[src/source/dds_lab_pkg.sv]
package dds_lab_pkg;

   ////////////////////////////////////////////////////////////////////////////
   // datapath types
   ////////////////////////////////////////////////////////////////////////////

   typedef logic signed [11:0] sample_t;   // one signed wave sample
   typedef logic [31:0]        phase_t;    // accumulator and its increment

   localparam sample_t SAMPLE_MAX = 12'h7FF;
   localparam sample_t SAMPLE_MIN = 12'h800;

   typedef enum logic [1:0] {
      WAVE_SAW      = 2'd0,
      WAVE_SAW_INV  = 2'd1,
      WAVE_TRIANGLE = 2'd2,
      WAVE_SQUARE   = 2'd3
   } wave_sel_e;

   typedef enum logic [1:0] {
      MOD_ASK      = 2'd0,
      MOD_BPSK     = 2'd1,
      MOD_LFSR_BIT = 2'd2,
      MOD_OFF      = 2'd3
   } mod_sel_e;

   // control register as seen by the datapath, bits 4..0
   typedef struct packed {
      logic      enable;
      mod_sel_e  mod_sel;
      wave_sel_e wave_sel;
   } dds_ctrl_t;

   ////////////////////////////////////////////////////////////////////////////
   // keyboard
   ////////////////////////////////////////////////////////////////////////////

   localparam int KEY_COUNT = 17;
   typedef logic [KEY_COUNT-1:0] key_vec_t;  // bit 16 is key 1, bit 0 is down arrow
   typedef logic [7:0]           kbd_event_t;

   localparam int         KBD_BREAK_BIT = 7;      // set on release
   localparam logic [6:0] KEY_ID_FIRST  = 7'd1;
   localparam logic [6:0] KEY_ID_LAST   = 7'd17;

   ////////////////////////////////////////////////////////////////////////////
   // register map
   ////////////////////////////////////////////////////////////////////////////

   typedef logic [3:0]  axil_addr_t;
   typedef logic [31:0] axil_data_t;

   localparam axil_addr_t REG_CTRL      = 4'h0;
   localparam axil_addr_t REG_PHASE_INC = 4'h4;
   localparam axil_addr_t REG_KEYS      = 4'h8;  // read only
   localparam axil_addr_t REG_LFSR      = 4'hC;  // read only

   localparam logic [1:0] AXI_RESP_OKAY = 2'b00;

   // lfsr stepping
   localparam logic [15:0] LFSR_TICK_DIV = 16'd50;
   localparam logic [4:0]  LFSR_SEED     = 5'b00001;
   localparam logic [4:0]  LFSR_TAPS     = 5'b10100;  // x^5 + x^3 + 1

endpackage
[src/source/dds_lab_top.sv]
`timescale 1ns/1ps

module dds_lab_top
   import dds_lab_pkg::*;
(
   input  logic       CLK_25MHZ,
   input  logic       reset_from_key,

   // axi4-lite slave
   input  axil_addr_t awaddr,
   input  logic       awvalid,
   output logic       awready,
   input  axil_data_t wdata,
   input  logic [3:0] wstrb,
   input  logic       wvalid,
   output logic       wready,
   output logic [1:0] bresp,
   output logic       bvalid,
   input  logic       bready,
   input  axil_addr_t araddr,
   input  logic       arvalid,
   output logic       arready,
   output axil_data_t rdata,
   output logic [1:0] rresp,
   output logic       rvalid,
   input  logic       rready,

   // keyboard events
   input  logic       kbd_event_valid,
   input  kbd_event_t kbd_event,

   output sample_t    wave_out,
   output sample_t    mod_out
);

   dds_ctrl_t  ctrl;
   phase_t     phase_inc;
   key_vec_t   keys;
   logic [4:0] lfsr_state;
   logic       lfsr_bit;

   ////////////////////////////////////////////////////////////////////////////
   // control and readback
   ////////////////////////////////////////////////////////////////////////////

   dds_axil_regs u_regs (
      .CLK_25MHZ      (CLK_25MHZ),
      .reset_from_key (reset_from_key),
      .awaddr         (awaddr),
      .awvalid        (awvalid),
      .awready        (awready),
      .wdata          (wdata),
      .wstrb          (wstrb),
      .wvalid         (wvalid),
      .wready         (wready),
      .bresp          (bresp),
      .bvalid         (bvalid),
      .bready         (bready),
      .araddr         (araddr),
      .arvalid        (arvalid),
      .arready        (arready),
      .rdata          (rdata),
      .rresp          (rresp),
      .rvalid         (rvalid),
      .rready         (rready),
      .ctrl           (ctrl),
      .phase_inc      (phase_inc),
      .keys           (keys),
      .lfsr_state     (lfsr_state)
   );

   key_state_tracker u_keys (
      .CLK_25MHZ       (CLK_25MHZ),
      .reset_from_key  (reset_from_key),
      .kbd_event_valid (kbd_event_valid),
      .kbd_event       (kbd_event),
      .keys            (keys)
   );

   ////////////////////////////////////////////////////////////////////////////
   // signal path, wave then modulation
   ////////////////////////////////////////////////////////////////////////////

   lfsr_bit_source u_lfsr (
      .CLK_25MHZ      (CLK_25MHZ),
      .reset_from_key (reset_from_key),
      .lfsr_state     (lfsr_state),
      .lfsr_bit       (lfsr_bit)
   );

   dds_wave_generator u_dds (
      .CLK_25MHZ      (CLK_25MHZ),
      .reset_from_key (reset_from_key),
      .ctrl           (ctrl),
      .phase_inc      (phase_inc),
      .wave_out       (wave_out)
   );

   wave_modulator u_mod (
      .CLK_25MHZ      (CLK_25MHZ),
      .reset_from_key (reset_from_key),
      .ctrl           (ctrl),
      .wave           (wave_out),   // stage one feeds stage two
      .lfsr_bit       (lfsr_bit),
      .mod_out        (mod_out)
   );

endmodule

[src/source/dds_axil_regs.sv]
`timescale 1ns/1ps

module dds_axil_regs
   import dds_lab_pkg::*;
(
   input  logic       CLK_25MHZ,
   input  logic       reset_from_key,

   // write address / data / response
   input  axil_addr_t awaddr,
   input  logic       awvalid,
   output logic       awready,
   input  axil_data_t wdata,
   input  logic [3:0] wstrb,
   input  logic       wvalid,
   output logic       wready,
   output logic [1:0] bresp,
   output logic       bvalid,
   input  logic       bready,

   // read address / data
   input  axil_addr_t araddr,
   input  logic       arvalid,
   output logic       arready,
   output axil_data_t rdata,
   output logic [1:0] rresp,
   output logic       rvalid,
   input  logic       rready,

   // datapath side
   output dds_ctrl_t  ctrl,
   output phase_t     phase_inc,
   input  key_vec_t   keys,
   input  logic [4:0] lfsr_state
);

   logic       wr_accept;
   logic       rd_accept;
   axil_data_t rd_mux;

   ////////////////////////////////////////////////////////////////////////////
   // write channel
   ////////////////////////////////////////////////////////////////////////////

   // address and data accepted together with one transfer in flight
   assign wr_accept = awvalid && wvalid && !bvalid;
   assign awready   = wr_accept;
   assign wready    = wr_accept;
   assign bresp     = AXI_RESP_OKAY;

   always_ff @(posedge CLK_25MHZ)
   begin
      if (reset_from_key)
      begin
         ctrl      <= '0;
         phase_inc <= '0;
         bvalid    <= 1'b0;
      end
      else
      begin
         if (wr_accept)
         begin
            unique case (awaddr)
               REG_CTRL:      ctrl      <= dds_ctrl_t'(wdata[4:0]);
               REG_PHASE_INC: phase_inc <= wdata;
               default:       ;   // read only or unmapped addresses dropped
            endcase
         end

         if (wr_accept)
         begin
            bvalid <= 1'b1;
         end
         else if (bready)
         begin
            bvalid <= 1'b0;
         end
      end
   end

   ////////////////////////////////////////////////////////////////////////////
   // read channel
   ////////////////////////////////////////////////////////////////////////////

   assign rd_accept = arvalid && !rvalid;
   assign arready   = rd_accept;
   assign rresp     = AXI_RESP_OKAY;

   always_comb
   begin
      unique case (araddr)
         REG_CTRL:      rd_mux = {27'd0, ctrl};
         REG_PHASE_INC: rd_mux = phase_inc;
         REG_KEYS:      rd_mux = {15'd0, keys};
         REG_LFSR:      rd_mux = {27'd0, lfsr_state};
         default:       rd_mux = '0;   // holes read as zero
      endcase
   end

   always_ff @(posedge CLK_25MHZ)
   begin
      if (reset_from_key)
      begin
         rvalid <= 1'b0;
      end
      else if (rd_accept)
      begin
         rvalid <= 1'b1;
      end
      else if (rready)
      begin
         rvalid <= 1'b0;
      end
   end

   // read data captured at the accept edge
   always_ff @(posedge CLK_25MHZ)
   begin
      if (rd_accept)
      begin
         rdata <= rd_mux;
      end
   end

endmodule

[src/source/wave_modulator.sv]
`timescale 1ns/1ps

module wave_modulator
   import dds_lab_pkg::*;
(
   input  logic      CLK_25MHZ,
   input  logic      reset_from_key,
   input  dds_ctrl_t ctrl,
   input  sample_t   wave,
   input  logic      lfsr_bit,
   output sample_t   mod_out
);

   sample_t mod_next;

   // second pipeline stage after the wave register
   always_comb
   begin
      unique case (ctrl.mod_sel)
         MOD_ASK:      mod_next = lfsr_bit ? wave : '0;          // on/off keying
         MOD_BPSK:     mod_next = lfsr_bit ? -wave : wave;       // phase flip
         MOD_LFSR_BIT: mod_next = lfsr_bit ? SAMPLE_MIN : '0;    // raw bit view
         MOD_OFF:      mod_next = '0;
      endcase
   end

   always_ff @(posedge CLK_25MHZ)
   begin
      if (reset_from_key)
      begin
         mod_out <= '0;
      end
      else
      begin
         mod_out <= mod_next;
      end
   end

endmodule

[src/source/dds_wave_generator.sv]
`timescale 1ns/1ps

module dds_wave_generator
   import dds_lab_pkg::*;
(
   input  logic      CLK_25MHZ,
   input  logic      reset_from_key,
   input  dds_ctrl_t ctrl,
   input  phase_t    phase_inc,
   output sample_t   wave_out
);

   phase_t      phase;
   logic [11:0] p;          // top of the phase
   logic [10:0] folded;
   sample_t     saw;
   sample_t     shape;

   assign p      = phase[31:20];
   assign saw    = {~p[11], p[10:0]};                   // offset binary to signed
   assign folded = p[11] ? ~p[10:0] : p[10:0];          // mirror second half

   always_comb
   begin
      unique case (ctrl.wave_sel)
         WAVE_SAW:      shape = saw;
         WAVE_SAW_INV:  shape = -saw;
         WAVE_TRIANGLE: shape = {~folded[10], folded[9:0], 1'b0};
         WAVE_SQUARE:   shape = p[11] ? SAMPLE_MIN : SAMPLE_MAX;
      endcase
   end

   // phase and output freeze together while disabled
   always_ff @(posedge CLK_25MHZ)
   begin
      if (reset_from_key)
      begin
         phase    <= '0;
         wave_out <= '0;
      end
      else if (ctrl.enable)
      begin
         phase    <= phase + phase_inc;
         wave_out <= shape;   // from the phase before this edge
      end
   end

endmodule

[src/source/lfsr_bit_source.sv]
`timescale 1ns/1ps

module lfsr_bit_source
   import dds_lab_pkg::*;
(
   input  logic       CLK_25MHZ,
   input  logic       reset_from_key,
   output logic [4:0] lfsr_state,
   output logic       lfsr_bit
);

   logic [15:0] tick_cnt;
   logic        tick;
   logic        feedback;

   assign tick     = (tick_cnt == LFSR_TICK_DIV - 16'd1);
   assign feedback = ^(lfsr_state & LFSR_TAPS);   // bits 4 and 2

   // slow step, free running
   always_ff @(posedge CLK_25MHZ)
   begin
      if (reset_from_key)
      begin
         tick_cnt   <= '0;
         lfsr_state <= LFSR_SEED;
      end
      else
      begin
         tick_cnt <= tick ? 16'd0 : tick_cnt + 16'd1;
         if (tick)
         begin
            lfsr_state <= {lfsr_state[3:0], feedback};   // shift left
         end
      end
   end

   assign lfsr_bit = lfsr_state[0];

endmodule

[src/source/key_state_tracker.sv]
`timescale 1ns/1ps

module key_state_tracker
   import dds_lab_pkg::*;
(
   input  logic       CLK_25MHZ,
   input  logic       reset_from_key,
   input  logic       kbd_event_valid,
   input  kbd_event_t kbd_event,
   output key_vec_t   keys
);

   logic [6:0] key_id;
   logic       is_break;
   logic       id_in_range;
   logic [4:0] key_idx;

   // split the event byte
   always_comb
   begin
      key_id      = kbd_event[6:0];
      is_break    = kbd_event[KBD_BREAK_BIT];
      id_in_range = (key_id >= KEY_ID_FIRST) && (key_id <= KEY_ID_LAST);
      key_idx     = 5'(KEY_ID_LAST - key_id);   // id 1 lands on the top bit
   end

   ////////////////////////////////////////////////////////////////////////////
   // held flags
   ////////////////////////////////////////////////////////////////////////////

   always_ff @(posedge CLK_25MHZ)
   begin
      if (reset_from_key)
      begin
         keys <= '0;   // everything released
      end
      else if (kbd_event_valid && id_in_range)
      begin
         keys[key_idx] <= ~is_break;   // make sets, break clears
      end
   end

   // ids outside 1..17 fall through untouched

endmodule

[config.mk]
export PLATFORM = sky130hd
export DESIGN_NAME = dds_lab_top
export DESIGN_NICKNAME = d
export VERILOG_FILES = /design/src/source/dds_lab_pkg.sv /design/src/source/dds_lab_top.sv /design/src/source/dds_axil_regs.sv /design/src/source/wave_modulator.sv /design/src/source/dds_wave_generator.sv /design/src/source/lfsr_bit_source.sv /design/src/source/key_state_tracker.sv
export SDC_FILE = /design/constraint.sdc
export NUM_CORES = 1
export LEC_CHECK = 0
export BUFFER_PORTS_ARGS = -buffer_cell sky130_fd_sc_hd__buf_2
export CAP_MARGIN = 25
export CORE_MARGIN = 2
export CORE_UTILIZATION = 45
export DETAILED_ROUTE_END_ITERATION = 12
export PLACE_DENSITY = 0.64
export SETUP_SLACK_MARGIN = 0.3
export SYNTH_ARGS = -nofsm -noshare
export SYNTH_HDL_FRONTEND = slang
export SYNTH_SLANG_ARGS = --single-unit
[constraint.sdc]
create_clock -name CLK_25MHZ -period 2.88 [get_ports CLK_25MHZ]
set_clock_uncertainty 0.1 [all_clocks]
set_input_delay 0 -clock CLK_25MHZ [delete_from_list [all_inputs] [get_ports CLK_25MHZ]]
set_output_delay 0 -clock CLK_25MHZ [all_outputs]
set_load 0.01 [all_outputs]
==> impl_metrics.csv, run 1 <==
group,metric,value,unit
timing,unrepaired_setup_endpoints_after_global_routing,"true",
timing,setup-tns-final,0,ns
cells_and_area,final_util,0.566,
floorplanning,core_area,19500,sq um
place,placedInstanceArea,9670,sq um
place,port_buffers,116,
setup_path,setup.worst_path.end_class,"register",
route,routed_via_density,5.36,
cts,tritoncts,"done",
timing,postLayoutSetupSlackWorst,0.266,ns
setup_path,regToRegSetupSlack,0.27,ns
synth,synth-edff-count,32,
synth,ys_dominant_reg_cell,"sky130_fd_sc_hd__dfxtp_1",
run_status,status,"finished clean",
power_and_ir_drop,power_switching_share,0.256,
cts,cts_made_buffers,17,
power_and_ir_drop,power_per_standard_cell_area,448,nW/um^2
synth,synthArstFlopShare,0,
synth,post_synth_num_cell_types,71,
global_route,global_route.usage.total,0.212,
timing,setup_violations,0,
synth,avg_synthesized_cell_area,8.64,sq um
cells_and_area,antennaDiodeCount,0,
place,place.detailed.instances,1361,
setup_path,cp_data_required_time,3.10,ns
setup_path,setup.worst_path.start_class,"register",
power_and_ir_drop,gate_power_share,0.059,
synth,synth_top_cell_area_share,0.299,
cts,htree_num_levels,4,
cts,cts.clk_slew.worst_paths,0.07,ns
setup_path,rr_endpoint,"u_dds.phase[31]",
cells_and_area,area.growth.synth_to_final,23.7,%
power_and_ir_drop,peakVddDrop,385,uV
route,detail_route.wl_per_cell,15.0,um
timing,tightest_slew,0.998,ns
power_and_ir_drop,leakagePower,4.29,nW
cells_and_area,multiInputGateArea,5130,sq um
place,detailedPlace.worstSlack,0.0874,ns
route,antenna_violating_nets_post_route,0,
setup_path,worstSetupPathType,"reg2reg",
place,finalWeightedCongestion,0.829,
synth,synth.yosys.seq_area_share,0.407,
route,post-route-drc-count,0,
route,drt-pass1-iter-count,5,
cells_and_area,layout-drive-gt1-share,0.210,
floorplanning,die_w,145,um
cells_and_area,final_net_count,1268,
route,routed-via-count,7762,
timing,finalHoldViolations,0,
timing,timing.fmax,383,MHz
setup_path,crit_path_end,"u_dds.phase[31]",
power_and_ir_drop,clkPwrFrac,0.454,
synth,post_synth_main_area_contributors,"sky130_fd_sc_hd__dfxtp_1 30%, sky130_fd_sc_hd__edfxtp_1 11%, sky130_fd_sc_hd__ha_1 5.2%, sky130_fd_sc_hd__a21oi_1 5.1%, sky130_fd_sc_hd__nand2_1 4.7%",
power_and_ir_drop,power_report.internal_total,3.67,mW
setup_path,worst_r2r_startpoint,"u_regs.phase_inc[16]",
synth,post_synth_instance_area,8900,sq um
power_and_ir_drop,power.share.sequential,0.487,
synth,synth_register_bits,165,
place,detailedPlacementHpwl,14600,um
setup_path,worstRegToRegCells,9,
cts,worstSkewPairLatency,0.44,ns
timing,slew_headroom,0.334,
global_route,pin_count_of_the_biggest_net_entering_global_routing,72,
synth,synth-warning-count,0,
global_route,antenna_found_initial,0,
job,maxCapViolCount,0,
synth,post_synth_inst_count,1030,
timing,timing.hold.ws,0.0192,ns
synth,yosys_top_cell_by_area,"sky130_fd_sc_hd__dfxtp_1",
timing,timing.final.crit_period,2.61,ns
floorplanning,die_height,145,um
cells_and_area,final-seq-area,3640,sq um
cts,cts.sink_count,165,
setup_path,crit_start,"u_regs.phase_inc[16]",
global_route,grt_first_pass_wirelength,35700,um
cts,cts-root-to-sink-buffers,2,
cells_and_area,instances_no_fill,1448,
timing,report.final.slew_viol_count,0,
power_and_ir_drop,power.net_switching,1.26,mW
route,wirelength,21800,um
worst_hold_path,min-delay-path-class,"in2reg",
timing,min_period_over_period,0.908,
floorplanning,effective_utilization_at_floorplan,0.457,
floorplanning,boundaryPins,125,
cts,clockRootBuffer,"sky130_fd_sc_hd__clkbuf_16",
route,detailedRoute.firstIterationViolations,460,
setup_path,worstPathArrival,2.84,ns
cells_and_area,stdcell_area,11000,sq um
floorplanning,placement_rows,51,
power_and_ir_drop,report.power.total,4.93,mW
global_route,grt_pass1_vias,7304,
global_route,remaining_overflow_grt,0,
setup_path,critPathMaxFanout,7,
cells_and_area,fillers,1727,
floorplanning,floorplan.die_area,20900,sq um
## cell usage after synthesis (all sizes together) (17+ instances only)
master    n
nand3    41
nor3     17
xor2     19
o21ai    45
nor2    107
and2     21
a21oi    91
ha       37
inv      23
clkbuf   54
edfxtp   32
mux2i    33
nand2   112
nor2b    24
xnor2    23
buf      18
dfxtp   133
## power groups by stage
stage / logic [mW] / clock network (mW) / registers, mW
after floorplan: 0.135 / 0 / 2.47
after global placement: 0.244 / 0 / 2.46
after detailed placement: 0.247 / 0 / 2.46
after CTS: 0.291 / 2.28 / 2.40
after global routing: 0.322 / 2.38 / 2.41
final: 0.292 / 2.24 / 2.40
## cells by family after synthesis
logic type	after synthesis	synth area share
XOR/XNOR	42	0.0413
AND/OR/NAND/NOR	390	0.212
buffers and inverters	96	0.0457
AO/OA/AOI/OAI	258	0.187
other	1	0.000421
adder cells (fa/ha/maj)	38	0.0543
multiplexers	40	0.0523
flip-flops	165	0.407
## worst max-delay path: stages (launching register included)
cell and delay (ns):
sky130_fd_sc_hd__dfxtp_2 0.37, sky130_fd_sc_hd__ha_2 0.33, sky130_fd_sc_hd__a21oi_1 0.20, sky130_fd_sc_hd__o21ai_1 0.12
sky130_fd_sc_hd__a221oi_2 0.33, sky130_fd_sc_hd__nand3b_1 0.17, sky130_fd_sc_hd__o2111a_2 0.32, sky130_fd_sc_hd__o2111ai_1 0.18
sky130_fd_sc_hd__a31oi_1 0.11, sky130_fd_sc_hd__mux2_2 0.27
## state kept, by name (all words and copies together), names as in the netlist, 12 cells and up
| register | cells |
|---|---|
| u_dds.phase | 32 |
| u_dds.wave_out | 12 |
| u_keys.keys | 17 |
| u_lfsr.tick_cnt | 16 |
| u_mod.mod_out | 12 |
| u_regs.phase_inc | 32 |
| u_regs.rdata | 32 |
## layout by cell type (no fill, tap or decap), types with 6 or more instances in the layout
master	instances
sky130_fd_sc_hd__inv_1	23
sky130_fd_sc_hd__nand2_1	111
sky130_fd_sc_hd__nand3b_1	12
sky130_fd_sc_hd__ha_4	12
sky130_fd_sc_hd__clkbuf_16	17
sky130_fd_sc_hd__buf_4	34
sky130_fd_sc_hd__a21oi_1	87
sky130_fd_sc_hd__ha_1	21
sky130_fd_sc_hd__xnor2_1	23
sky130_fd_sc_hd__o21a_1	9
sky130_fd_sc_hd__xor2_1	18
sky130_fd_sc_hd__or3_1	10
sky130_fd_sc_hd__and3_1	6
sky130_fd_sc_hd__nand4_1	6
sky130_fd_sc_hd__edfxtp_1	32
sky130_fd_sc_hd__dfxtp_2	12
sky130_fd_sc_hd__a22oi_1	14
sky130_fd_sc_hd__o211ai_1	14
sky130_fd_sc_hd__a21o_1	14
sky130_fd_sc_hd__nor3_1	17
sky130_fd_sc_hd__a311oi_1	15
sky130_fd_sc_hd__dfxtp_1	121
sky130_fd_sc_hd__mux2i_1	33
sky130_fd_sc_hd__dlygate4sd3_1	40
sky130_fd_sc_hd__nor3b_1	8
sky130_fd_sc_hd__o21ai_0	40
sky130_fd_sc_hd__a31oi_1	6
sky130_fd_sc_hd__and2_1	21
sky130_fd_sc_hd__nor2_1	107
sky130_fd_sc_hd__nand3_1	39
sky130_fd_sc_hd__buf_2	115
sky130_fd_sc_hd__nor2b_1	23
sky130_fd_sc_hd__o22ai_1	6
sky130_fd_sc_hd__nand2b_1	6
## worst min-delay path by stage
stage,cells past startpoint,slack [ns],end,startpoint
2_1_floorplan,1,-0.001,u_regs.rvalid,rready
3_3_place_gp,2,0.08,u_regs.rvalid,rready
3_5_place_dp,2,0.09,u_regs.rvalid,rready
4_1_cts,5,0.0004,u_keys.keys[5],kbd_event[0]
5_1_grt,5,0.03,u_keys.keys[1],kbd_event[0]
6_report,5,0.02,u_keys.keys[5],kbd_event[0]
## per-layer routing
layer	up-vias	part of all wire	track usage	wire length [um]
met4	0	0.014	0.0613	308
met1	3631	0.48	0.288	10500
li1	3954	-	-	-
met5	-	0	0	0
met3	23	0.033	0.0348	714
met2	154	0.47	0.349	10300
## final cells by class
class / instances / share of cell area
Multi-Input combinational cell: 772 / 0.466
Sequential cell: 165 / 0.330
Timing Repair Buffer: 190 / 0.113
Clock buffer: 17 / 0.0386
Tap cell: 265 / 0.0301
Clock inverter: 15 / 0.0137
Inverter: 24 / 0.00818
## what timing repair did
| action | CTS | global route |
|---|---|---|
| pin swaps | 9 | 20 |
| hold buffers | 40 | 0 |
| setup endpoints to repair | 10 | 12 |
| endpoints found under the hold margin | 54 | 0 |
| buffers inserted | 5 | 10 |
| resized for setup | 21 | 35 |
Note: power is estimated with default switching activity, not from simulation.
==> run 2: changes to the inputs <==
==> constraint.sdc (replaced) <==
create_clock -name CLK_25MHZ -period 3.4 [get_ports CLK_25MHZ]
set_clock_uncertainty 0.1 [all_clocks]
set_input_delay 0 -clock CLK_25MHZ [delete_from_list [all_inputs] [get_ports CLK_25MHZ]]
set_output_delay 0 -clock CLK_25MHZ [all_outputs]
set_load 0.01 [all_outputs]
==> run 2 against run 1 <==
Net effect: wire length shrank 0.95%; flip-flop and latch count is the same; largest power group unchanged; clock-buffer cell count rose by 5; first-iteration DRC count fell by 2.8%; critical endpoint is now u_dds.phase[26].
==> impl_metrics.csv, run 2 (synthesis gave the netlist of run 1 again) <==
group,metric,value,unit
global_route,grt_first_pass_wirelength,35100,um
run_status,status,"finished clean",
cts,clockRootBuffer,"sky130_fd_sc_hd__clkbuf_16",
cells_and_area,stdcell_area,10700,sq um
timing,setup-tns-final,0,ns
cells_and_area,final_util,0.552,
global_route,pin_count_of_the_biggest_net_entering_global_routing,57,
timing,unrepaired_setup_endpoints_after_global_routing,"true",
global_route,grt_pass1_vias,7150,
cells_and_area,final_net_count,1261,
timing,timing.final.crit_period,2.92,ns
timing,finalHoldViolations,0,
timing,setup_violations,0,
worst_hold_path,timing.hold.worst_path_depth,5,
route,detailedRoute.firstIterationViolations,447,
cells_and_area,reg_top3,"u_dds.phase (32), u_regs.phase_inc (32), u_regs.rdata (32)",
power_and_ir_drop,power_report.internal_total,3.20,mW
place,finalWeightedCongestion,0.832,
route,post-route-drc-count,0,
global_route,remaining_overflow_grt,0,
cells_and_area,instances_no_fill,1441,
timing,report.final.slew_viol_count,0,
place,place.detailed.instances,1353,
cells_and_area,most-common-layout-cells,"132 x sky130_fd_sc_hd__dfxtp_1, 115 x sky130_fd_sc_hd__buf_2, 111 x sky130_fd_sc_hd__nand2_1",
cells_and_area,layout-drive-gt1-share,0.154,
route,routed_via_density,5.34,
timing,slew_headroom,0.361,
cells_and_area,layout_commonest_cell,"sky130_fd_sc_hd__dfxtp_1",
floorplanning,placement_rows,51,
setup_path,worst_r2r_startpoint,"u_regs.phase_inc[0]",
route,detail_route.wl_per_cell,15.0,um
timing,timing.hold.ws,0.0207,ns
worst_hold_path,min-delay-path-class,"in2reg",
power_and_ir_drop,peakVddDrop,362,uV
cells_and_area,antennaDiodeCount,0,
worst_hold_path,holdPathEnd,"u_keys.keys[5]",
cts,cts.sink_count,165,
setup_path,worstPathArrival,3.13,ns
place,detailedPlacementHpwl,14600,um
place,port_buffers,116,
power_and_ir_drop,leakagePower,4.30,nW
power_and_ir_drop,power.share.sequential,0.488,
timing,postLayoutSetupSlackWorst,0.480,ns
global_route,antenna_found_initial,0,
cts,cts.clk_slew.worst_paths,0.07,ns
cells_and_area,fillers,1817,
setup_path,setup.worst_path.start_class,"register",
route,drt-pass1-iter-count,4,
setup_path,worstSetupPathType,"reg2reg",
setup_path,worstRegToRegCells,10,
route,antenna_violating_nets_post_route,0,
floorplanning,die_height,145,um
global_route,global_route.usage.total,0.210,
cts,worstSkewPairLatency,0.43,ns
timing,timing.fmax,342,MHz
setup_path,critPathMaxFanout,5,
setup_path,cp_data_required_time,3.61,ns
setup_path,setup.worst_path.end_class,"register",
timing,min_period_over_period,0.859,
cts,cts-root-to-sink-buffers,2,
setup_path,regToRegSetupSlack,0.48,ns
setup_path,rr_endpoint,"u_dds.phase[26]",
power_and_ir_drop,clkPwrFrac,0.451,
power_and_ir_drop,report.power.total,4.17,mW
place,detailedPlace.worstSlack,0.487,ns
place,placedInstanceArea,9600,sq um
floorplanning,boundaryPins,125,
cts,cts_made_buffers,17,
floorplanning,core_area,19500,sq um
cts,htree_num_levels,4,
route,routed-via-count,7688,
route,wirelength,21600,um
floorplanning,die_w,145,um
floorplanning,effective_utilization_at_floorplan,0.457,
floorplanning,floorplan.die_area,20900,sq um
cells_and_area,area.growth.synth_to_final,20.7,%
cts,cts.repair_timing.setup_buffer_count,0,
power_and_ir_drop,power.net_switching,965,uW
timing,tightest_slew,0.957,ns
power_and_ir_drop,power_switching_share,0.231,
cts,tritoncts,"done",
power_and_ir_drop,gate_power_share,0.060,
power_and_ir_drop,power_per_standard_cell_area,388,nW/um^2
job,maxCapViolCount,0,
worst_hold_path,timing.hold.worst.start,"kbd_event[0]",
run 2: cell types whose count changed in the layout (fill, tap and decap cells not counted), sizes merged:
cell,delta
clkinv,-2
buf,-22
inv,-8
clkinvlp,+4
clkbuf,+5
dlygate4sd3,+15
bufinv,+1
run 2: area by class of cell:
cell class,count,area (sq um),share of cell area
Tap cell,265,332,0.0308
Clock inverter,10,96.3,0.00896
Inverter,24,90.1,0.00838
Multi-Input combinational cell,772,4890,0.455
Clock buffer,22,475,0.0442
Sequential cell,165,3620,0.337
Timing Repair Buffer,183,1240,0.115
run 2: worst max path at each step:
stage                   startpoint               to  slack (ns)  cells after the start
5_1_grt        u_regs.phase_inc[0]  u_dds.phase[26]        0.29                     10
3_5_place_dp   u_regs.phase_inc[0]  u_dds.phase[28]        0.49                     10
2_1_floorplan  u_regs.phase_inc[0]  u_dds.phase[28]        0.80                     10
3_3_place_gp   u_regs.phase_inc[0]  u_dds.phase[28]        0.54                     10
6_report       u_regs.phase_inc[0]  u_dds.phase[26]        0.48                     10
4_1_cts        u_regs.phase_inc[0]  u_dds.phase[28]        0.49                     10
run 2: per-layer routing:
| layer | vias up | part of all wire | global-route usage |
|---|---|---|---|
| li1 | 3945 | - | - |
| met4 | 0 | 0.012 | 0.0654 |
| met2 | 146 | 0.46 | 0.338 |
| met1 | 3577 | 0.50 | 0.289 |
| met5 | - | 0 | 0 |
| met3 | 20 | 0.029 | 0.0328 |
run 2: worst max-delay path, cell delays in order (launching register included):
cell and delay (ns):
sky130_fd_sc_hd__dfxtp_1 0.36, sky130_fd_sc_hd__ha_1 0.23, sky130_fd_sc_hd__fa_1 0.23, sky130_fd_sc_hd__a21o_1 0.16, sky130_fd_sc_hd__a31oi_1 0.11, sky130_fd_sc_hd__or2_1 0.28
sky130_fd_sc_hd__o211a_1 0.28, sky130_fd_sc_hd__or4b_1 0.61, sky130_fd_sc_hd__a21boi_0 0.23, sky130_fd_sc_hd__or4_1 0.14, sky130_fd_sc_hd__nand3_1 0.07
run 2: power by group through the flow:
stage	registers, mW	logic, mW	clock network (mW)
after floorplan	2.09	0.115	0
after global placement	2.08	0.210	0
after detailed placement	2.08	0.211	0
after CTS	2.04	0.248	1.92
after global routing	2.04	0.278	1.99
final	2.04	0.252	1.88
run 2: timing repair:
item | 4_1_cts | 5_1_grt
endpoints found under the hold margin | 70 | 3
hold buffers | 54 | 1
gates resized for setup | 0 | 2
setup endpoints to repair | 0 | 2
==> run 3: changes to the inputs <==
--- a/config.mk
+++ b/config.mk
@@ -8,9 +8,9 @@
 export BUFFER_PORTS_ARGS = -buffer_cell sky130_fd_sc_hd__buf_2
 export CAP_MARGIN = 25
 export CORE_MARGIN = 2
-export CORE_UTILIZATION = 45
+export CORE_UTILIZATION = 50
 export DETAILED_ROUTE_END_ITERATION = 12
-export PLACE_DENSITY = 0.64
+export PLACE_DENSITY = 0.7
 export SETUP_SLACK_MARGIN = 0.3
 export SYNTH_ARGS = -nofsm -noshare
 export SYNTH_HDL_FRONTEND = slang
==> run 3 against run 2 <==
Net effect: critical path depth fell by 1; maximum frequency is 0.65% lower; non-clock buffer count shrank 11; worst hold slack improved by 0.048 ns.
==> impl_metrics.csv, run 3 (synthesis gave the netlist of run 1 again) <==
group,metric,value,unit
route,routed-wl-met2,10200,um
floorplanning,effective_utilization_at_floorplan,0.513,
route,detailedRoute.firstIterationViolations,543,
setup_path,crit_family,"compound AO/OA/AOI/OAI gates",
global_route,grt_first_pass_wirelength,35800,um
floorplanning,die_height,137,um
cells_and_area,final_util,0.609,
global_route,remaining_overflow_grt,0,
floorplanning,floorplan.die_area,18900,sq um
setup_path,max_stage_delay,0.37,ns
setup_path,cp_data_required_time,3.61,ns
floorplanning,placement_rows,48,
cts,cts-root-to-sink-buffers,2,
cells_and_area,antennaDiodeCount,0,
cells_and_area,area.growth.synth_to_final,18.7,%
route,routed-via-count,7862,
cts,cts.repair_timing.setup_buffer_count,0,
timing,report.final.slew_viol_count,0,
route,wirelength,22400,um
floorplanning,die_w,137,um
cts,cts_made_buffers,17,
setup_path,rr_endpoint,"u_dds.phase[31]",
worst_hold_path,min-delay-path-class,"in2reg",
cells_and_area,layout-drive-gt1-share,0.155,
setup_path,setup.worst_path.start_class,"register",
cells_and_area,layout_commonest_cell,"sky130_fd_sc_hd__dfxtp_1",
route,met3_length,1300,um
route,routed_via_density,5.66,
route,detail_route.wl_per_cell,16.1,um
cells_and_area,most-common-layout-cells,"132 x sky130_fd_sc_hd__dfxtp_1, 115 x sky130_fd_sc_hd__buf_2, 111 x sky130_fd_sc_hd__nand2_1",
floorplanning,boundaryPins,125,
setup_path,worstSetupPathType,"reg2reg",
place,finalWeightedCongestion,0.870,
route,drt-pass1-iter-count,4,
setup_path,worst_r2r_startpoint,"u_regs.phase_inc[5]",
cts,cts.clk_slew.worst_paths,0.07,ns
setup_path,worstPathArrival,3.15,ns
cells_and_area,final_net_count,1250,
global_route,grt_pass1_vias,7017,
cts,htree_num_levels,4,
global_route,pin_count_of_the_biggest_net_entering_global_routing,90,
route,top_signal_layer_used,"met4",
power_and_ir_drop,power_per_standard_cell_area,386,nW/um^2
timing,slew_headroom,0.365,
setup_path,path_cells,"ha_1 > o21ai_0 > a21oi_1 > nand3_2 > a211oi_2 > o2111a_2 > o2111ai_1 > a31oi_1 > mux2_2",
cts,cts.sink_count,165,
setup_path,crit_path_end,"u_dds.phase[31]",
setup_path,setup.worst_path.end_class,"register",
timing,min_period_over_period,0.865,
route,antenna_violating_nets_post_route,0,
setup_path,critical-path-slowest-cell,"sky130_fd_sc_hd__a211oi_2",
setup_path,crit_start,"u_regs.phase_inc[5]",
run_status,status,"finished clean",
cells_and_area,fillers,1501,
setup_path,worstRegToRegCells,9,
timing,setup_violations,0,
route,post-route-drc-count,0,
cells_and_area,reg_top3,"u_dds.phase (32), u_regs.phase_inc (32), u_regs.rdata (32)",
job,maxCapViolCount,0,
power_and_ir_drop,peakVddDrop,365,uV
timing,timing.final.crit_period,2.94,ns
place,port_buffers,116,
setup_path,critPathMaxFanout,4,
setup_path,worstPathBufferInverterCount,0,
power_and_ir_drop,leakagePower,4.20,nW
floorplanning,core_area,17400,sq um
timing,unrepaired_setup_endpoints_after_global_routing,"true",
setup_path,critical_path_depth,9,
timing,timing.fmax,340,MHz
cells_and_area,final-seq-area,3620,sq um
setup_path,regToRegSetupSlack,0.46,ns
cts,worstSkewPairLatency,0.43,ns
timing,finalHoldViolations,0,
global_route,antenna_found_initial,0,
route,met1_length,10600,um
timing,tightest_slew,0.943,ns
cells_and_area,multiInputGateArea,4900,sq um
cts,clockRootBuffer,"sky130_fd_sc_hd__clkbuf_16",
place,detailedPlacementHpwl,15100,um
global_route,global_route.usage.total,0.242,
cts,tritoncts,"done",
timing,setup-tns-final,0,ns
run 3: tightest hold or removal path: stages:
cell and delay, ns:
sky130_fd_sc_hd__buf_2 0.11, sky130_fd_sc_hd__nor2b_4 0.13, sky130_fd_sc_hd__buf_12 0.17
run 3: final cells by class:
type,instances,area share
multi-input cells,772,0.464
flip-flops and latches,165,0.343
repair buffers,172,0.107
clock buffers,19,0.0419
well taps,225,0.0267
clock inverters,13,0.00912
inverters,24,0.00853
run 3: worst min-delay path by stage:
| stage | startpoint | end | slack [ns] | depth (start not counted) |
|---|---|---|---|---|
| 5_1_grt | arvalid | u_regs.rdata[12] | 0.07 | 3 |
| 3_3_place_gp | rready | u_regs.rvalid | 0.09 | 2 |
| 3_5_place_dp | rready | u_regs.rvalid | 0.09 | 2 |
| 4_1_cts | arvalid | u_regs.rdata[6] | 0.07 | 2 |
| 6_report | arvalid | u_regs.rdata[6] | 0.07 | 3 |
| 2_1_floorplan | rready | u_regs.rvalid | -0.001 | 1 |
run 3: metrics by stage:
stage                     std cells  area [sq um]  power, mW  hold WS (ns)  setup WS [ns]
final                          1390         10600       4.08        0.0683          0.461
after detailed placement       1311          9540       2.29        0.0884          0.511
after global routing           1390         10600       4.21        0.0707          0.289
after global placement         1311          9540       2.29        0.0855          0.537
after floorplan                1033          8910       2.20     -0.000976          0.799
after CTS                      1389         10500       4.10        0.0713          0.458
run 3: layer usage:
| layer | GRT usage | vias up |
|---|---|---|
| li1 | - | 3915 |
| met1 | 0.342 | 3716 |
| met2 | 0.376 | 211 |
| met3 | 0.0434 | 20 |
| met4 | 0.0733 | 0 |
| met5 | 0 | - |
run 3: repair_timing:
action	CTS	global route
hold buffers	46	0
setup endpoints to repair	0	3
hold endpoints to repair	52	0
gates resized for setup	0	4
run 3: power by group:
group | switching, mW | leakage (nW) | internal [mW]
clock network | 0.828 | 0.262 | 0.961
registers | 0.0170 | 1.39 | 2.02
logic | 0.142 | 2.55 | 0.111
